### src/logic/crc_consts.svh
/*
 * CRC accelerator constants
 * Register word offsets (HADDR bits 4:2), reset values and CR field positions
 */
`ifndef CRC_CONSTS_SVH
`define CRC_CONSTS_SVH

// Register word offsets
`define CRC_DR      3'd0
`define CRC_IDR     3'd1
`define CRC_CR      3'd2
`define CRC_INIT    3'd4
`define CRC_POL     3'd5

// Reset values
`define INIT_RESET  32'hffff_ffff
`define POL_RESET   32'h04c1_1db7
`define CR_RESET    8'h00

// CR fields, restart bit is write only
`define CR_RESTART  0
`define CR_POLY_LO  3
`define CR_POLY_HI  4
`define CR_REVIN_LO 5
`define CR_REVIN_HI 6
`define CR_REVOUT   7
// Bits that CR keeps
`define CR_WMASK    8'hf8

`endif

### src/logic/ahb_pkg.sv
/*
 * AHB-Lite bus types
 * Transfer type, transfer size and response encodings
 */
`default_nettype none

package ahb_pkg;

	// HTRANS encoding
	typedef enum logic [1:0]
	{
		IDLE   = 2'b00,
		BUSY   = 2'b01,
		NONSEQ = 2'b10,
		SEQ    = 2'b11
	} htrans_t;

	// HSIZE encoding, also the size of a buffered word
	typedef enum logic [2:0]
	{
		BYTE = 3'b000,
		HALF = 3'b001,
		WORD = 3'b010
	} hsize_t;

	// HRESP encoding
	typedef enum logic
	{
		OKAY  = 1'b0,
		ERROR = 1'b1
	} hresp_t;

endpackage

`default_nettype wire

### src/logic/crc_pkg.sv
/*
 * CRC engine types
 * Engine FSM states, polynomial widths and input bit reversal modes
 */
`default_nettype none

package crc_pkg;

	// Engine FSM
	typedef enum logic [1:0]
	{
		ST_IDLE = 2'b00,
		ST_LOAD = 2'b01,
		ST_STEP = 2'b10
	} engine_state_t;

	// Polynomial width, as held in CR bits 4:3
	typedef enum logic [1:0]
	{
		P32 = 2'b00,
		P16 = 2'b01,
		P8  = 2'b10,
		P7  = 2'b11
	} poly_size_t;

	// Input bit reversal unit, as held in CR bits 6:5
	typedef enum logic [1:0]
	{
		REV_NONE = 2'b00,
		REV_BYTE = 2'b01,
		REV_HALF = 2'b10,
		REV_WORD = 2'b11
	} rev_in_t;

endpackage

`default_nettype wire

### src/logic/host_interface.sv
/*
 * AHB-Lite slave front end of the CRC accelerator
 * Registers the address phase, decodes the register map, holds CR,
 * drives the read mux and inserts the DR, INIT and restart wait states
 */
`timescale 1ns/1ps
`default_nettype none
`include "crc_consts.svh"

module host_interface
(
	input  wire                      HCLK,
	input  wire                      HRESETn,
	input  wire                      HSELx,
	input  wire [31:0]               HADDR,
	input  wire ahb_pkg::htrans_t    HTRANS,
	input  wire                      HWRITE,
	input  wire ahb_pkg::hsize_t     HSIZE,
	input  wire [31:0]               HWDATA,
	input  wire                      HREADY,
	input  wire [31:0]               crc_out,
	input  wire [31:0]               crc_init_out,
	input  wire [31:0]               crc_poly_out,
	input  wire [7:0]                crc_idr_out,
	input  wire                      buffer_full,
	input  wire                      engine_busy,
	output logic [31:0]              HRDATA,
	output logic                     HREADYOUT,
	output ahb_pkg::hresp_t          HRESP,
	output logic [31:0]              bus_wr,
	output ahb_pkg::hsize_t          bus_size,
	output crc_pkg::rev_in_t         rev_in_type,
	output crc_pkg::poly_size_t      crc_poly_size,
	output logic                     rev_out_type,
	output logic                     buffer_write_en,
	output logic                     crc_init_en,
	output logic                     crc_poly_en,
	output logic                     crc_idr_en,
	output logic                     reset_chain
);

	// Address phase pipeline
	logic [2:0]        haddr_q;
	ahb_pkg::hsize_t   hsize_q;
	ahb_pkg::htrans_t  htrans_q;
	logic              hwrite_q;
	logic              hsel_q;
	// Control register, restart bit never stored
	logic [7:0]        cr_q;
	logic              sample_bus;
	logic              xfer_pending;
	logic              write_en;
	logic              read_en;
	// Per register requests in the data phase
	logic              dr_wr_req;
	logic              dr_rd_req;
	logic              idr_wr_req;
	logic              cr_wr_req;
	logic              init_wr_req;
	logic              pol_wr_req;
	logic              restart_req;
	logic              cr_wr_en;
	logic              read_wait;
	logic              reset_pending;

	//////////////////////////////
	// Address phase
	//////////////////////////////

	// Take the address phase only when the bus moves on
	assign sample_bus = HREADY && HREADYOUT;

	always_ff @(posedge HCLK)
	begin
		if (!HRESETn)
		begin
			hsel_q   <= 1'b0;
			htrans_q <= ahb_pkg::IDLE;
			hwrite_q <= 1'b0;
			haddr_q  <= 3'd0;
			hsize_q  <= ahb_pkg::BYTE;
		end
		else if (sample_bus)
		begin
			hsel_q   <= HSELx;
			htrans_q <= HTRANS;
			hwrite_q <= HWRITE;
			// Word offset only, byte lanes are not decoded
			haddr_q  <= HADDR[4:2];
			hsize_q  <= HSIZE;
		end
	end

	//////////////////////////////
	// Data phase decode
	//////////////////////////////

	// SEQ and BUSY are ignored
	assign xfer_pending = hsel_q && (htrans_q == ahb_pkg::NONSEQ);
	assign write_en     = xfer_pending && hwrite_q;
	assign read_en      = xfer_pending && !hwrite_q;

	assign dr_wr_req    = write_en && (haddr_q == `CRC_DR);
	assign dr_rd_req    = read_en  && (haddr_q == `CRC_DR);
	assign idr_wr_req   = write_en && (haddr_q == `CRC_IDR);
	assign cr_wr_req    = write_en && (haddr_q == `CRC_CR);
	assign init_wr_req  = write_en && (haddr_q == `CRC_INIT);
	assign pol_wr_req   = write_en && (haddr_q == `CRC_POL);
	// HWDATA is live in the data phase
	assign restart_req  = cr_wr_req && HWDATA[`CR_RESTART];

	// DR read needs the last word folded in
	assign read_wait     = buffer_full || engine_busy;
	// CRC reload must not race a running step
	assign reset_pending = engine_busy;

	// Wait states
	assign HREADYOUT = !((dr_wr_req && buffer_full) ||
	                     (dr_rd_req && read_wait) ||
	                     ((init_wr_req || restart_req) && reset_pending));

	// Never an error
	assign HRESP = ahb_pkg::OKAY;

	// Strobes fire on the clock that ends the data phase
	assign buffer_write_en = dr_wr_req   && HREADYOUT;
	assign crc_init_en     = init_wr_req && HREADYOUT;
	assign crc_poly_en     = pol_wr_req  && HREADYOUT;
	assign crc_idr_en      = idr_wr_req  && HREADYOUT;
	assign reset_chain     = restart_req && HREADYOUT;
	assign cr_wr_en        = cr_wr_req   && HREADYOUT;

	// Write data goes out unregistered
	assign bus_wr   = HWDATA;
	assign bus_size = hsize_q;

	//////////////////////////////
	// Control register
	//////////////////////////////

	always_ff @(posedge HCLK)
	begin
		if (!HRESETn)
			cr_q <= `CR_RESET;
		else if (cr_wr_en)
			cr_q <= HWDATA[7:0] & `CR_WMASK;
	end

	assign crc_poly_size = crc_pkg::poly_size_t'(cr_q[`CR_POLY_HI:`CR_POLY_LO]);
	assign rev_in_type   = crc_pkg::rev_in_t'(cr_q[`CR_REVIN_HI:`CR_REVIN_LO]);
	assign rev_out_type  = cr_q[`CR_REVOUT];

	// Read mux
	always_comb
	begin
		case (haddr_q)
			`CRC_DR:   HRDATA = crc_out;
			`CRC_IDR:  HRDATA = {24'h0, crc_idr_out};
			`CRC_CR:   HRDATA = {24'h0, cr_q};
			`CRC_INIT: HRDATA = crc_init_out;
			`CRC_POL:  HRDATA = crc_poly_out;
			default:   HRDATA = 32'h0;
		endcase
	end

	// A sampled transfer that is not a selected NONSEQ never stalls its data phase
	a_ready_when_idle: assert property (@(posedge HCLK) disable iff (!HRESETn)
		sample_bus && !(HSELx && (HTRANS == ahb_pkg::NONSEQ)) |=> HREADYOUT);

	// Register strobes only follow a sampled selected write
	a_enable_needs_write: assert property (@(posedge HCLK) disable iff (!HRESETn)
		sample_bus && !(HSELx && HWRITE && (HTRANS == ahb_pkg::NONSEQ)) |=>
		!(buffer_write_en || crc_init_en || crc_poly_en || crc_idr_en || reset_chain));

endmodule

`default_nettype wire

### src/logic/input_buffer.sv
/*
 * DR input buffer
 * Captures a DR write with input bit reversal and offers it to the engine
 * over valid/ready, keeping an engine side copy once it is taken
 */
`timescale 1ns/1ps
`default_nettype none

module input_buffer
(
	input  wire                    HCLK,
	input  wire                    HRESETn,
	input  wire                    buffer_write_en,
	input  wire [31:0]             bus_wr,
	input  wire ahb_pkg::hsize_t   bus_size,
	input  wire crc_pkg::rev_in_t  rev_in_type,
	input  wire                    word_ready,
	output logic                   buffer_full,
	output logic                   word_valid,
	output logic [31:0]            word_data,
	output ahb_pkg::hsize_t        word_size
);

	logic              valid_q;
	logic [31:0]       buf_data_q;
	ahb_pkg::hsize_t   buf_size_q;
	logic [31:0]       rev_data;
	// Index flip inside the reversal unit
	logic [4:0]        rev_mask;

	//////////////////////////////
	// Input bit reversal
	//////////////////////////////

	// Reversal runs over the whole bus word whatever the size
	always_comb
	begin
		case (rev_in_type)
			crc_pkg::REV_BYTE: rev_mask = 5'd7;
			crc_pkg::REV_HALF: rev_mask = 5'd15;
			crc_pkg::REV_WORD: rev_mask = 5'd31;
			default:           rev_mask = 5'd0;
		endcase
	end

	// Bit i takes bit i xor mask, mirroring each unit
	always_comb
	begin
		for (int i = 0; i < 32; i++)
			rev_data[i] = bus_wr[i ^ rev_mask];
	end

	//////////////////////////////
	// Buffer and handshake
	//////////////////////////////

	always_ff @(posedge HCLK)
	begin
		if (!HRESETn)
			valid_q <= 1'b0;
		else if (buffer_write_en)
			valid_q <= 1'b1;
		else if (word_valid && word_ready)
			valid_q <= 1'b0;
	end

	always_ff @(posedge HCLK)
	begin
		if (buffer_write_en)
		begin
			buf_data_q <= rev_data;
			buf_size_q <= bus_size;
		end
		// Engine copy, so the buffer is free for the next write
		if (word_valid && word_ready)
		begin
			word_data <= buf_data_q;
			word_size <= buf_size_q;
		end
	end

	assign word_valid  = valid_q;
	assign buffer_full = valid_q;

	// The host side must stall a DR write while full
	a_no_write_when_full: assert property (@(posedge HCLK) disable iff (!HRESETn)
		buffer_write_en |-> !buffer_full);

endmodule

`default_nettype wire

### src/logic/byte_counter.sv
/*
 * Byte counter of the CRC engine
 * Counts the bytes left in the current word and names the byte lane
 */
`timescale 1ns/1ps
`default_nettype none

module byte_counter
(
	input  wire                   HCLK,
	input  wire                   HRESETn,
	input  wire                   count_load,
	input  wire                   count_step,
	input  wire ahb_pkg::hsize_t  word_size,
	output logic [1:0]            byte_sel,
	output logic                  last_byte
);

	// Bytes left, up to four
	logic [2:0] count_q;
	// Current lane, low byte first
	logic [1:0] lane_q;
	logic [2:0] load_count;

	always_comb
	begin
		case (word_size)
			ahb_pkg::BYTE: load_count = 3'd1;
			ahb_pkg::HALF: load_count = 3'd2;
			default:       load_count = 3'd4;
		endcase
	end

	always_ff @(posedge HCLK)
	begin
		if (!HRESETn)
		begin
			count_q <= 3'd0;
			lane_q  <= 2'd0;
		end
		else if (count_load)
		begin
			count_q <= load_count;
			lane_q  <= 2'd0;
		end
		else if (count_step)
		begin
			count_q <= count_q - 3'd1;
			lane_q  <= lane_q + 2'd1;
		end
	end

	assign byte_sel  = lane_q;
	assign last_byte = (count_q == 3'd1);

	// The FSM stops stepping once the word is used up
	a_no_step_at_zero: assert property (@(posedge HCLK) disable iff (!HRESETn)
		count_step |-> (count_q != 3'd0));

endmodule

`default_nettype wire

### src/logic/crc_control.sv
/*
 * CRC engine control FSM
 * Takes one word over valid/ready, loads the byte counter,
 * then issues one CRC step per byte
 */
`timescale 1ns/1ps
`default_nettype none

module crc_control
(
	input  wire   HCLK,
	input  wire   HRESETn,
	input  wire   word_valid,
	input  wire   last_byte,
	output logic  word_ready,
	output logic  count_load,
	output logic  count_step,
	output logic  crc_step,
	output logic  engine_busy
);

	crc_pkg::engine_state_t state_q;
	crc_pkg::engine_state_t state_d;

	//////////////////////////////
	// Next state
	//////////////////////////////

	always_comb
	begin
		state_d = state_q;
		case (state_q)
			crc_pkg::ST_IDLE:
			begin
				// Handshake with the buffer
				if (word_valid)
					state_d = crc_pkg::ST_LOAD;
			end
			crc_pkg::ST_LOAD:
				state_d = crc_pkg::ST_STEP;
			crc_pkg::ST_STEP:
			begin
				if (last_byte)
					state_d = crc_pkg::ST_IDLE;
			end
			default:
				state_d = crc_pkg::ST_IDLE;
		endcase
	end

	always_ff @(posedge HCLK)
	begin
		if (!HRESETn)
			state_q <= crc_pkg::ST_IDLE;
		else
			state_q <= state_d;
	end

	//////////////////////////////
	// Outputs
	//////////////////////////////

	// Back-pressure, one word at a time in the engine
	assign word_ready  = (state_q == crc_pkg::ST_IDLE);
	// Size is in the engine copy one clock after the handshake
	assign count_load  = (state_q == crc_pkg::ST_LOAD);
	// One byte per clock
	assign count_step  = (state_q == crc_pkg::ST_STEP);
	assign crc_step    = (state_q == crc_pkg::ST_STEP);
	assign engine_busy = (state_q != crc_pkg::ST_IDLE);

	// Every step is entered from a load or continues a step
	a_step_after_load: assert property (@(posedge HCLK) disable iff (!HRESETn)
		crc_step |-> ($past(state_q) inside {crc_pkg::ST_LOAD, crc_pkg::ST_STEP}));

endmodule

`default_nettype wire

### src/logic/crc_datapath.sv
/*
 * CRC datapath
 * Holds CRC, INIT, POL and IDR, folds one byte per step MSB first
 * at 32, 16, 8 or 7 bits and applies output bit reversal
 */
`timescale 1ns/1ps
`default_nettype none
`include "crc_consts.svh"

module crc_datapath
(
	input  wire                       HCLK,
	input  wire                       HRESETn,
	input  wire [31:0]                bus_wr,
	input  wire                       crc_init_en,
	input  wire                       crc_poly_en,
	input  wire                       crc_idr_en,
	input  wire                       reset_chain,
	input  wire                       crc_step,
	input  wire [31:0]                word_data,
	input  wire [1:0]                 byte_sel,
	input  wire crc_pkg::poly_size_t  crc_poly_size,
	input  wire                       rev_out_type,
	output logic [31:0]               crc_out,
	output logic [31:0]               crc_init_out,
	output logic [31:0]               crc_poly_out,
	output logic [7:0]                crc_idr_out
);

	logic [31:0] crc_q;
	logic [31:0] init_q;
	logic [31:0] poly_q;
	logic [7:0]  idr_q;
	logic [31:0] width_mask;
	logic [4:0]  top_bit;
	logic [7:0]  data_byte;
	logic [31:0] crc_tmp;
	logic [31:0] crc_next;
	logic [31:0] crc_masked;
	logic        feedback;

	//////////////////////////////
	// Width selection
	//////////////////////////////

	always_comb
	begin
		case (crc_poly_size)
			crc_pkg::P16:
			begin
				width_mask = 32'h0000_ffff;
				top_bit    = 5'd15;
			end
			crc_pkg::P8:
			begin
				width_mask = 32'h0000_00ff;
				top_bit    = 5'd7;
			end
			crc_pkg::P7:
			begin
				width_mask = 32'h0000_007f;
				top_bit    = 5'd6;
			end
			default:
			begin
				width_mask = 32'hffff_ffff;
				top_bit    = 5'd31;
			end
		endcase
	end

	//////////////////////////////
	// Byte step
	//////////////////////////////

	// Lane picked by the byte counter
	assign data_byte = word_data[{byte_sel, 3'b000} +: 8];

	// Eight shifts MSB first, top polynomial bit implicit
	always_comb
	begin
		crc_tmp  = crc_q & width_mask;
		feedback = 1'b0;
		for (int i = 7; i >= 0; i--)
		begin
			feedback = crc_tmp[top_bit] ^ data_byte[i];
			crc_tmp  = (crc_tmp << 1) & width_mask;
			if (feedback)
				crc_tmp = crc_tmp ^ (poly_q & width_mask);
		end
		crc_next = crc_tmp;
	end

	//////////////////////////////
	// Registers
	//////////////////////////////

	// CRC keeps the full load, the width mask is applied on use
	// so a restart that also changes the width sees the new one
	always_ff @(posedge HCLK)
	begin
		if (!HRESETn)
			crc_q <= `INIT_RESET;
		else if (crc_init_en)
			crc_q <= bus_wr;
		else if (reset_chain)
			crc_q <= init_q;
		else if (crc_step)
			crc_q <= crc_next;
	end

	always_ff @(posedge HCLK)
	begin
		if (!HRESETn)
		begin
			init_q <= `INIT_RESET;
			poly_q <= `POL_RESET;
			idr_q  <= 8'h00;
		end
		else
		begin
			if (crc_init_en)
				init_q <= bus_wr;
			if (crc_poly_en)
				poly_q <= bus_wr;
			// IDR is a plain 8 bit scratch register
			if (crc_idr_en)
				idr_q <= bus_wr[7:0];
		end
	end

	// Output reversal spans all 32 bits
	assign crc_masked   = crc_q & width_mask;
	assign crc_out      = rev_out_type ? {<<{crc_masked}} : crc_masked;
	assign crc_init_out = init_q;
	assign crc_poly_out = poly_q;
	assign crc_idr_out  = idr_q;

endmodule

`default_nettype wire

### src/logic/crc_ahb_top.sv
/*
 * CRC accelerator top level
 * AHB-Lite slave, input buffer, byte counter, engine FSM and datapath
 */
`timescale 1ns/1ps
`default_nettype none

module crc_ahb_top
(
	input  wire                    HCLK,
	input  wire                    HRESETn,
	input  wire                    HSELx,
	input  wire [31:0]             HADDR,
	input  wire ahb_pkg::htrans_t  HTRANS,
	input  wire                    HWRITE,
	input  wire ahb_pkg::hsize_t   HSIZE,
	input  wire [31:0]             HWDATA,
	input  wire                    HREADY,
	output logic [31:0]            HRDATA,
	output logic                   HREADYOUT,
	output ahb_pkg::hresp_t        HRESP
);

	// Host to datapath and buffer
	logic [31:0]          bus_wr;
	ahb_pkg::hsize_t      bus_size;
	crc_pkg::rev_in_t     rev_in_type;
	crc_pkg::poly_size_t  crc_poly_size;
	logic                 rev_out_type;
	logic                 buffer_write_en;
	logic                 crc_init_en;
	logic                 crc_poly_en;
	logic                 crc_idr_en;
	logic                 reset_chain;
	// Readback
	logic [31:0]          crc_out;
	logic [31:0]          crc_init_out;
	logic [31:0]          crc_poly_out;
	logic [7:0]           crc_idr_out;
	// Buffer handshake
	logic                 buffer_full;
	logic                 word_valid;
	logic                 word_ready;
	logic [31:0]          word_data;
	ahb_pkg::hsize_t      word_size;
	// Engine
	logic                 count_load;
	logic                 count_step;
	logic [1:0]           byte_sel;
	logic                 last_byte;
	logic                 crc_step;
	logic                 engine_busy;

	host_interface host_interface_i
	(
		.HCLK            (HCLK),
		.HRESETn         (HRESETn),
		.HSELx           (HSELx),
		.HADDR           (HADDR),
		.HTRANS          (HTRANS),
		.HWRITE          (HWRITE),
		.HSIZE           (HSIZE),
		.HWDATA          (HWDATA),
		.HREADY          (HREADY),
		.crc_out         (crc_out),
		.crc_init_out    (crc_init_out),
		.crc_poly_out    (crc_poly_out),
		.crc_idr_out     (crc_idr_out),
		.buffer_full     (buffer_full),
		.engine_busy     (engine_busy),
		.HRDATA          (HRDATA),
		.HREADYOUT       (HREADYOUT),
		.HRESP           (HRESP),
		.bus_wr          (bus_wr),
		.bus_size        (bus_size),
		.rev_in_type     (rev_in_type),
		.crc_poly_size   (crc_poly_size),
		.rev_out_type    (rev_out_type),
		.buffer_write_en (buffer_write_en),
		.crc_init_en     (crc_init_en),
		.crc_poly_en     (crc_poly_en),
		.crc_idr_en      (crc_idr_en),
		.reset_chain     (reset_chain)
	);

	input_buffer input_buffer_i
	(
		.HCLK            (HCLK),
		.HRESETn         (HRESETn),
		.buffer_write_en (buffer_write_en),
		.bus_wr          (bus_wr),
		.bus_size        (bus_size),
		.rev_in_type     (rev_in_type),
		.word_ready      (word_ready),
		.buffer_full     (buffer_full),
		.word_valid      (word_valid),
		.word_data       (word_data),
		.word_size       (word_size)
	);

	byte_counter byte_counter_i
	(
		.HCLK       (HCLK),
		.HRESETn    (HRESETn),
		.count_load (count_load),
		.count_step (count_step),
		.word_size  (word_size),
		.byte_sel   (byte_sel),
		.last_byte  (last_byte)
	);

	crc_control crc_control_i
	(
		.HCLK        (HCLK),
		.HRESETn     (HRESETn),
		.word_valid  (word_valid),
		.last_byte   (last_byte),
		.word_ready  (word_ready),
		.count_load  (count_load),
		.count_step  (count_step),
		.crc_step    (crc_step),
		.engine_busy (engine_busy)
	);

	crc_datapath crc_datapath_i
	(
		.HCLK          (HCLK),
		.HRESETn       (HRESETn),
		.bus_wr        (bus_wr),
		.crc_init_en   (crc_init_en),
		.crc_poly_en   (crc_poly_en),
		.crc_idr_en    (crc_idr_en),
		.reset_chain   (reset_chain),
		.crc_step      (crc_step),
		.word_data     (word_data),
		.byte_sel      (byte_sel),
		.crc_poly_size (crc_poly_size),
		.rev_out_type  (rev_out_type),
		.crc_out       (crc_out),
		.crc_init_out  (crc_init_out),
		.crc_poly_out  (crc_poly_out),
		.crc_idr_out   (crc_idr_out)
	);

endmodule

`default_nettype wire

### config.mk
export PLATFORM = sky130hd
export DESIGN_NAME = crc_ahb_top
export DESIGN_NICKNAME = d
export VERILOG_FILES = /design/src/logic/ahb_pkg.sv /design/src/logic/crc_pkg.sv /design/src/logic/host_interface.sv /design/src/logic/input_buffer.sv /design/src/logic/byte_counter.sv /design/src/logic/crc_control.sv /design/src/logic/crc_datapath.sv /design/src/logic/crc_ahb_top.sv
export VERILOG_INCLUDE_DIRS = /design/src /design/src/logic
export SDC_FILE = /design/constraint.sdc
export NUM_CORES = 1
export LEC_CHECK = 0
export ABC_CLOCK_PERIOD_IN_PS = 7910
export CORE_MARGIN = 1
export CORE_UTILIZATION = 59
export CTS_BUF_LIST = sky130_fd_sc_hd__clkbuf_4 sky130_fd_sc_hd__clkbuf_8 sky130_fd_sc_hd__clkbuf_16
export CTS_CLUSTER_DIAMETER = 80
export DETAILED_ROUTE_END_ITERATION = 8
export DONT_BUFFER_PORTS = 1
export PLACE_DENSITY = 0.82
export SLEW_MARGIN = 20
export SYNTH_ARGS = -nofsm -noshare
export SYNTH_HDL_FRONTEND = slang
export SYNTH_HIERARCHICAL = 1
export SYNTH_SLANG_ARGS = --single-unit
### constraint.sdc
create_clock -name HCLK -period 7.91 [get_ports HCLK]
set_input_delay 1.582 -clock HCLK [delete_from_list [all_inputs] [get_ports HCLK]]
set_output_delay 1.582 -clock HCLK [all_outputs]
set_load 0.01 [all_outputs]
# Yosys cells after proc, flatten, opt, wreduce, memory -nomap -nowiden

Cells that the tools add are included.

Register bits after elaboration: 197
Latch bits: 0
Bits in writable memories: 0
Bits in read-only memories: 0
Input bits: 74
Output and inout port bits: 34
Word-level logic and storage cells: 269
Memories kept: 0

Add/sub/neg operators: 2
$mul: 0
Divide/modulo/power cells: 0
Order comparisons: 33
Eq/ne operators: 17
Shift-type cells: 1
Multiplexer cells: 104
Bitwise operators: 58
Reduce and logical (&&, ||, !) cells: 36

Operator list:

| operator                                             | number |
|---|---|
| two-way mux 32 bit                                   | 12 |
| AND 32 bit                                           | 10 |
| XOR 32 bit                                           | 8 |
| binary-select mux 1 bit (select 5 bit)               | 40 |
| < comparator 5 x 6 -> 1 bit (second input constant)  | 33 |
| one-hot mux 32 bit (5 select lines)                  | 1 |
| one-hot mux 32 bit (3 select lines)                  | 1 |
| two-way mux 1 bit                                    | 42 |
| variable part select 32 x 6 -> 8 bit                 | 1 |
| NOT 3 bit                                            | 10 |
| one-hot mux 5 bit (3 select lines)                   | 2 |
| logical AND 1 bit                                    | 21 |
| NOT 2 bit                                            | 10 |
| NOT 4 bit                                            | 5 |
| equality test 2 bit (second input constant)          | 6 |
| equality test 3 x 1 -> 1 bit (second input constant) | 3 |
| XOR 1 bit                                            | 8 |
| equality test 2 x 1 -> 1 bit (second input constant) | 3 |
| equality test 3 bit (second input constant)          | 2 |
| zero test 3 bit                                      | 2 |
| two-way mux 3 bit                                    | 2 |
| NOT 1 bit                                            | 6 |
| one-hot mux 2 bit (3 select lines)                   | 1 |
| one-hot mux 3 bit (2 select lines)                   | 1 |
| other kinds (13)                                     | 21 |

# Logic depth before layout (Yosys ltp)

Gate-level depths: netlist of the first run.

Depth after elaboration: 38
Depth in mapped cells: 34
Mapped depth without buffers: 27

# Hierarchy

The synthesis of the first run kept the hierarchy.

By module, submodules not included:

| module         | instances | cells an instance | area an instance (µm²) | sequential area each (µm²) |
|---|---|---|---|---|
| crc_datapath   | 1         | 1436              | 10405.0                | 2082.0 |
| input_buffer   | 1         | 115               | 2974.1                 | 2122.0 |
| host_interface | 1         | 255               | 1898.1                 | 300.3 |
| byte_counter   | 1         | 28                | 262.8                  | 100.1 |
| crc_control    | 1         | 10                | 93.8                   | 40.0 |

# Worst setup path after synthesis of the first run

No wires, ideal clock.

Path kind: flip-flop to flip-flop
Start point: register byte_counter_i.lane_q[0], in the netlist byte_counter_i/byte_sel[0]
End point: register crc_datapath_i.crc_q[11]
Library setup time: 0.116 ns
Arrival: 7.591 ns
Required time: 7.794 ns
Slack: 0.204 ns
Stages on the path, launching flop included: 32
Path buffers: 4
Period minus slack after synthesis: 7.706 ns
Cells stage by stage: dfxtp_1 -> mux4_2 -> xor2_1 -> buf_6 -> a21oi_1 -> or3b_1 -> buf_2 -> and4_1 -> nor3_1 -> mux2i_1 -> o2111a_4 -> mux2i_1 -> mux2i_1 -> nand3_1 -> or3_1 -> buf_6 -> and3_1 -> xor2_1 -> o221a_4 -> a21oi_1 -> a311oi_2 -> and2_4 -> mux2_2 -> a2111oi_4 -> o21ai_2 -> mux2_4 -> mux2_4 -> a211oi_4 -> or2_1 -> buf_2 -> nand3_1 -> a31o_1

Longest elaborated chain between the ends: 34
Elaborated cells between the ends (all ways): 48
Those cells by class: shift (1); mux (25); bitwise (22)

RTL lines:

| element                                 | RTL line            | RTL |
|---|---|---|
| from (decl)                             | byte_counter.sv:22  | `logic [1:0] lane_q;` |
| from (signal assigned)                  | byte_counter.sv:49  | `lane_q <= lane_q + 2'd1;` |
| variable part select 32 x 6 -> 8 bit *  | crc_datapath.sv:77  | `assign data_byte = word_data[{byte_sel, 3'b000} +: 8];` |
| XOR 1 bit                               | crc_datapath.sv:86  | `feedback = crc_tmp[top_bit] ^ data_byte[i];` |
| two-way mux 32 bit                      | crc_datapath.sv:88  | `if (feedback)` |
| binary-select mux 1 bit (select 5 bit)  | crc_datapath.sv:86  |  |
| two-way mux 1 bit (implied by the code) | crc_datapath.sv:86  |  |
| XOR 1 bit                               | crc_datapath.sv:86  |  |
| two-way mux 32 bit                      | crc_datapath.sv:88  |  |
| binary-select mux 1 bit (select 5 bit)  | crc_datapath.sv:86  |  |
| [18 not listed]                         | n/a                 |  |
| two-way mux 32 bit                      | crc_datapath.sv:88  |  |
| binary-select mux 1 bit (select 5 bit)  | crc_datapath.sv:86  |  |
| two-way mux 1 bit (implied by the code) | crc_datapath.sv:86  |  |
| XOR 1 bit                               | crc_datapath.sv:86  |  |
| two-way mux 32 bit *                    | crc_datapath.sv:88  |  |
| two-way mux 32 bit *                    | crc_datapath.sv:108 | `else if (crc_step)` |
| two-way mux 32 bit *                    | crc_datapath.sv:106 | `else if (reset_chain)` |
| two-way mux 32 bit *                    | crc_datapath.sv:104 | `else if (crc_init_en)` |
| to (signal assigned)                    | crc_datapath.sv:105 | `crc_q <= bus_wr;` |
| to (signal assigned)                    | crc_datapath.sv:107 | `crc_q <= init_q;` |
| to (signal assigned)                    | crc_datapath.sv:109 | `crc_q <= crc_next;` |
| to (decl)                               | crc_datapath.sv:30  | `logic [31:0] crc_q;` |

Mark *: on every way between the ends. The rest lies on a longest branch, timed or not. The select of a mux whose other input is x is not followed.
A chain may end at the register's enable or synchronous reset.

# Worst setup path in the final report of the first run

Start point: register input_buffer_i.word_data[23]
End point: register crc_datapath_i.crc_q[2]

Longest elaborated chain between the ends: 34
Elaborated cells between the ends (all ways): 48
Those cells by class: shift (1); mux (25); bitwise (22)

RTL lines:

| element                                 | RTL line            | RTL |
|---|---|---|
| from (decl)                             | input_buffer.sv:20  | `output logic [31:0] word_data,` |
| from (signal assigned)                  | input_buffer.sv:77  | `word_data <= buf_data_q;` |
| variable part select 32 x 6 -> 8 bit *  | crc_datapath.sv:77  |  |
| XOR 1 bit *                             | crc_datapath.sv:86  |  |
| two-way mux 32 bit *                    | crc_datapath.sv:88  |  |
| binary-select mux 1 bit (select 5 bit)  | crc_datapath.sv:86  |  |
| two-way mux 1 bit (implied by the code) | crc_datapath.sv:86  |  |
| XOR 1 bit                               | crc_datapath.sv:86  |  |
| two-way mux 32 bit *                    | crc_datapath.sv:88  |  |
| binary-select mux 1 bit (select 5 bit)  | crc_datapath.sv:86  |  |
| [18 not listed]                         | n/a                 |  |
| two-way mux 32 bit *                    | crc_datapath.sv:88  |  |
| binary-select mux 1 bit (select 5 bit)  | crc_datapath.sv:86  |  |
| two-way mux 1 bit (implied by the code) | crc_datapath.sv:86  |  |
| XOR 1 bit                               | crc_datapath.sv:86  |  |
| two-way mux 32 bit *                    | crc_datapath.sv:88  |  |
| two-way mux 32 bit *                    | crc_datapath.sv:108 |  |
| two-way mux 32 bit *                    | crc_datapath.sv:106 |  |
| two-way mux 32 bit *                    | crc_datapath.sv:104 |  |

Marked as above.

==> results.md, run 1 <==
* Synthesized area per cell at 8.478 um2
* Final setup vio count at 31
* EDFF count, synth at 70
* Worst EP arrival at 8550 ps
* Die X at 164.8 um
* Flop pwr share at 0.494
* Status: complete, but fails checks
* Synth top area cells: dfxtp_1, edfxtp_1, xnor2_1
* Slew at the pin closest to its max-slew limit at 1013 ps
* Worst rel slew slack at 0.3247
* Diodes inserted at 0
* Crit path launch type: flip-flop
* Total clock sinks at 197
* Vias in the first global route at 13230
* Max Cap Viol at 0
* Grt total ovfl at 0
* CTS H-tree depth at 4
* Biggest area consumer among synthesized cells: dfxtp_1
* RSZ-0062 raised after global routing: yes
* DRT antenna net count at 0
* Primary FF master, synth: dfxtp_1
* Yosys top cell area share at 0.1626
* Switching share of total power at 0.2716
* Io pins at between 100 and 150
* CP max stage cell: mux4_2
* Reg clk slew, reported paths at 80 ps
* Row count at a little under 60
* Total nets after synthesis at about 1900
* Hold Fails Final Rpt at 0
* Post-synthesis cell type count at 102
* Die Height at 164.8 um
* F_max at 122.0 MHz
* Initial antenna violation count at 1
* Final worst setup slack at -289.3 ps
* Final WL at 51.60 mm
* Max FO, Critical Path at 8
* Final TNS setup at -4990 ps
* Nets at 1895
* Via count at 14450
* Most used cell along the critical path: buf_4
* Fin crit period at 8199 ps
* Seq cells post-synth at 197
* YS warnings at 6
* Initial drt markers at 2107
* Design area at 0.01747 mm2
* WL/cell at 23.81 um
* Critical path's largest stage delay at 530 ps
* Layout Skew at 19.35 ps
* Worst skew pair latency at 460 ps
* DR pass1 iterations at 6
* TritonCTS clock tree: done
* Power Internal at 1.555 mW
* Power density over the cells at 122.1 mW/mm2
* Sw Pwr at ~0.58 mW
* Placed Instance Area at 0.01608 mm2
* Max Root-Sink Buffers at 2
* Area Overhead vs Synth at 11.76%
* Post-synth ARST share at 0
* Sequential Area at 0.004658 mm2
* Clk pwr share at 0.448
* Filler cell count at 1983
* Gate power share at 0.058
* Leakage at 6.342 nW
* GR Util All Layers at 0.3707
* WP data required at 8260 ps
* Fin crit share at 1.037
* PortBufs at 0
* Root Driver: clkbuf_16
* Max-slew violations at 0
* Core area at 0.02606 mm2
* Mapped Area at 0.01563 mm2
* Core Util, Final at 0.6705
* Residual DRC at 0
* Largest net degree at the start of global routing at around 140
* Vias per inst at 6.667
* Failing checks: setup timing
* TritonCTS Buffers at 17
* Min-Delay Path Class: reg2reg
* Die area at 0.02715 mm2
* Global-route wire length before repair at ~76 mm
* Share of cells above drive strength 1 at 0.1927
* GP Congestion at 0.9718
* Register area share after synthesis at 0.2971
* IR drop worst, VDD at 171.4 uV
* Detailed Place HPWL at approximately 34 mm
* Multi-input logic area at between 0.01 and 0.015 mm2
* Syn Inst Count at 1844
* Class of the most critical setup path: reg2reg
* Initial Utilization at 0.5999
* Most frequent cells in the layout: nand2_1, xnor2_1, buf_4, dfxtp_1, nor2_1
* Endpoint class of the critical path: flip-flop
* Commonest non-fill, non-tap cell in the layout: nand2_1
-- power groups by stage --
| stage | Clock (mW) | Combinational (mW) | Sequential (mW) |
|---|---|---|---|
| final | 0.957 | 0.123 | 1.05 |
| after global placement | 0 | 0.112 | 1.08 |
| after floorplan | 0 | 0.121 | 1.07 |
| after CTS | 0.957 | 0.117 | 1.05 |
| after detailed placement | 0 | 0.115 | 1.08 |
| after global routing | 0.995 | 0.129 | 1.05 |
-- cell usage after synthesis (all sizes together) (4+ instances only) --
cell type  instances
o211ai            29
nand3             58
and2              13
xor2              37
a211oi            11
nor3b             32
nor3              16
xnor2            190
o21ai             62
or3                6
mux4              48
mux2              12
a31o               5
buf               87
o31ai              9
a311oi             4
nand2            314
mux2i            104
inv               30
a21o              14
a21oi            114
a21boi             7
dfxtp            127
nand2b            31
and4               4
or2                8
o211a              4
and3              17
nor2b             54
nand3b            16
edfxtp            70
a31oi              9
o21a               6
nor2             120
nand4              9
a211o              6
clkbuf           109
-- critical path: cells and delay by family, from the launching register on --
family,cells,cell delay (ps)
muxes,4,1250
buffers and inverters,10,1520
and+or+nand+nor,8,1590
xor gates and xnor gates,2,470
AOI/OAI and AO/OA,12,2870
DFF,1,390
-- kinds of logic (layout without fill, tap and decap cells) --
| logic type | count (synthesis) | count (layout) | synth area share |
|---|---|---|---|
| compound gates | 314 | 314 | 0.1336 |
| xor+xnor | 228 | 228 | 0.1308 |
| fa+ha+maj | 2 | 2 | 0.001600 |
| buf+inv | 227 | 215 | 0.07267 |
| flops | 197 | 197 | 0.2971 |
| mux | 164 | 164 | 0.1453 |
| other cells | 1 | 1 | 0.0002399 |
| simple gates | 711 | 711 | 0.2187 |
-- timing repair --
item / in CTS / in global routing
buffers inserted: 9 / 17
pin swaps: 16 / 50
resized for setup: 26 / 79
setup endpoints to repair: 32 / 32
hold buffers: 0 / 0
cloned: 0 / 1
-- path summary, 6_finish.rpt --
kind,startpoint,to,slack [ps],depth (start not counted)
setup / recovery,input_buffer_i/word_data[23],crc_datapath_i/crc_q[2],-290,36
hold reg to reg,input_buffer_i/buf_data_q[10],input_buffer_i/word_data[10],420,0
hold / removal,input_buffer_i/buf_data_q[10],input_buffer_i/word_data[10],420,0
setup reg to reg,input_buffer_i/word_data[23],crc_datapath_i/crc_q[2],-290,36
-- layer usage --
metal  share of wire  up-vias  global-route usage
met4           0.063        2              0.2064
met2            0.46     1052              0.5775
met3            0.12      272             0.08840
met5         0.00029        -                   0
met1            0.36     6834              0.4715
li1                -     6288                   -
-- metrics by stage --
step,cells,power (mW),setup slack (ps),hold slack (ps)
final,2167,2.134,-289.3,421.1
after global routing,2167,2.180,-514.7,426.8
after CTS,2151,2.128,0.4192,418.0
after detailed placement,2110,1.193,-321.7,404.5
after global placement,2110,1.189,-119.7,400.6
after floorplan,1844,1.194,203.6,400.3
-- area by class of cell --
cell class	instances	share of cell area
multi-input combinational	1420	0.5930
sequential	197	0.2666
timing repair buffer	152	0.07175
inverter	31	0.006660
clock inverter	15	0.01368
tap	335	0.02399
clock buffer	17	0.02435
-- state kept, by name, indices dropped and copies added (netlist names), 3 cells and up --
signal,cells
input_buffer_i/word_data,32
host_interface_i/haddr_q,3
input_buffer_i/word_size,3
crc_datapath_i/crc_poly_out,32
byte_counter_i/count_q,3
input_buffer_i/buf_data_q,32
crc_datapath_i/crc_idr_out,8
crc_datapath_i/crc_init_out,32
crc_datapath_i/crc_q,32
input_buffer_i/buf_size_q,3
host_interface_i/bus_size,3
host_interface_i/cr_q,5
Note: power is estimated with default switching activity, not from simulation.
==> run 2: changes to the inputs <==
- PLACE_DENSITY: 0.82 -> 0.81
==> run 2 against run 1 <==
  * The flow still finishes with violations (setup timing)
  * Via count up 0.64%
  * First-iteration DRC count decreased by 5.9%
  * Die area is the same
  * Clock-buffer cell count did not move
  * Worst hold slack better by 4.5 ps
  * Worst setup slack got worse by 18 ps
  * Sequential share of layout area shrank 0.26 points
  * Fmax down 0.22%
  * Combinational power hardly changed
  * Cell area increased by 0.97%
  * Largest cell class unchanged
  * Largest power group unchanged
==> results.md, run 2 (synthesis results as in run 1) <==
* CP delay by family, top: compound AO/OA/AOI/OAI gates
* Slew at the pin closest to its max-slew limit at 1100 ps (+86.91 ps)
* Layout Skew at 25.38 ps (+6.029 ps)
* Most frequent cells in the layout: nand2_1, xnor2_1, buf_4, dfxtp_1, nor2_1
* Sw Pwr at 0.5866 mW (+1.2%)
* F_max at 121.7 MHz (-0.22%)
* WL/cell at 24.18 um (+1.6%)
* Switching share of total power at 0.2737 (+0.002071)
* RSZ-0062 raised after global routing: yes
* Grt total ovfl at 0 (unchanged)
* Vias per inst at 6.686 (+0.27%)
* PortBufs at 0 (unchanged)
* Placed Instance Area at 0.01611 mm2 (+0.14%)
* Worst EP arrival at 8610 ps (+60 ps)
* Power density over the cells at 121.5 mW/mm2 (-0.53%)
* Initial antenna violation count at 0 (-1)
* Area Overhead vs Synth at 12.85%
* CTS H-tree depth at 4 (unchanged)
* DRT antenna net count at 0 (unchanged)
* Fin crit share at 1.039 (+0.002320)
* Max FO, Critical Path at 7 (-1)
* GP Congestion at 0.9634 (-0.86%)
* IR drop worst, VDD at 124.5 uV (-27%)
* Reg clk slew, reported paths at 90 ps (about the same)
* WP data required at 8300 ps (+40 ps)
* Final setup vio count at 32 (+3.2%)
* Final WL at 52.60 mm (+1.9%)
* CP max stage cell: mux4_2
* DR pass1 iterations at 6 (unchanged)
* Total clock sinks at 197 (unchanged)
* Residual DRC at 0 (unchanged)
* Flop pwr share at 0.494 (about the same)
* Global-route wire length before repair at 78.99 mm (+4.1%)
* Worst skew pair latency at 470 ps (about the same)
* TritonCTS clock tree: done
* Core Util, Final at 0.6771 (+0.006530)
* Core area at 0.02606 mm2 (unchanged)
* Min-Delay Path Class: reg2reg
* Io pins at 108 (unchanged)
* Min Hold Slack at 425.6 ps (+4.451 ps)
* Max-slew violations at 0 (unchanged)
* Nets at 1903 (+0.42%)
* Clk pwr share at 0.450 (+0.002)
* Largest net degree at the start of global routing at 135 (unchanged)
* Final worst setup slack at -307.6 ps (-18.35 ps)
* GR Util All Layers at 0.3864 (+0.01571)
* Max Cap Viol at 0 (unchanged)
* Detailed Place HPWL at 34.59 mm (+0.29%)
* Power Internal at 1.557 mW (+0.15%)
* Via count at 14540 (+0.64%)
* Max Root-Sink Buffers at 2 (unchanged)
* Fin crit period at 8218 ps (+18.35 ps)
* Vias in the first global route at 13690 (+3.5%)
* Gate power share at 0.056 (-0.002)
* Leakage at 6.432 nW (+1.4%)
* Diodes inserted at 0 (unchanged)
* Worst path bufs/invs at 8 (-2)
* Die Height at 164.8 um (unchanged)
* TritonCTS Buffers at 17 (unchanged)
* Die area at 0.02715 mm2 (unchanged)
* Initial Utilization at 0.5999 (unchanged)
* Hold Fails Final Rpt at 0 (unchanged)
* Root Driver: clkbuf_16
* Initial drt markers at 1982 (-5.9%)
* Final TNS setup at -7128 ps (-2139 ps)
* Share of cells above drive strength 1 at 0.2011 (+0.008401)
* Most used cell along the critical path: buf_4
* Crit path launch type: flip-flop
* Design area at 0.01764 mm2 (+0.97%)
* Endpoint class of the critical path: flip-flop
* Critical path's largest stage delay at 570 ps (+40 ps)
* Class of the most critical setup path: reg2reg
* Hold Buf Count CTS at 0 (unchanged)
* Commonest non-fill, non-tap cell in the layout: nand2_1
* Die X at 164.8 um (unchanged)
* Row count at 59 (unchanged)
* Failing checks: setup timing
* Design Power at 2.143 mW (+0.44%)
* Status: complete, but fails checks
* Worst rel slew slack at 0.2667 (-0.05794)
-- run 2: cell types whose count changed in the layout (fill, tap and decap cells not counted), sizes merged --
cell	delta
buf	+8
clkinv	-1
inv	+1
-- run 2: path summary, 6_finish.rpt --
check | from | endpoint | slack [ps] | cells past startpoint
max | input_buffer_i/word_data[7] | crc_datapath_i/crc_q[7] | -310 | 34
min | input_buffer_i/buf_data_q[25] | input_buffer_i/word_data[25] | 430 | 0
max reg2reg | input_buffer_i/word_data[7] | crc_datapath_i/crc_q[7] | -310 | 34
min reg2reg | input_buffer_i/buf_data_q[25] | input_buffer_i/word_data[25] | 430 | 0
-- run 2: worst reg2reg max path: cells and delay by family (launching register included) --
family	cells	cell delay, ps
AND/OR/NAND/NOR	5	1090
XOR/XNOR	1	220
flip-flops	1	400
buffers and inverters	8	1360
AO/OA/AOI/OAI	12	2670
multiplexers	8	2430
-- run 2: per-layer routing --
layer,part of all wire,GRT usage
met2,0.44,0.6006
met4,0.068,0.2089
met1,0.36,0.4920
met3,0.13,0.09719
met5,0,0
-- run 2: layout make-up --
class	count	area [um2]
Timing Repair Buffer	160	1346
Multi-Input combinational cell	1420	10440
Inverter	31	116.4
Clock inverter	15	237.7
Clock buffer	17	425.4
Tap cell	335	419.2
Fill cell	1947	8416
Sequential cell	197	4658
-- run 2: per-stage QoR --
stage	instances	setup slack, ps
CTS	2161	2.137
global placement	2112	-232.8
global route	2175	-510.4
floorplan	1844	203.6
detailed placement	2112	-344.1
finish	2175	-307.6
-- run 2: what timing repair did --
action	4_1_cts	5_1_grt
pin swaps	27	50
cloned	1	0
buffers inserted	17	18
setup endpoints to repair	32	32
resized for setup	54	73
-- run 2: power groups by stage --
stage | Combinational [mW] | Sequential (mW) | Clock, mW
floorplan | 0.121 | 1.07 | 0
global placement | 0.108 | 1.08 | 0
detailed placement | 0.110 | 1.08 | 0
CTS | 0.113 | 1.06 | 0.968
global route | 0.126 | 1.06 | 1.00
finish | 0.120 | 1.06 | 0.964
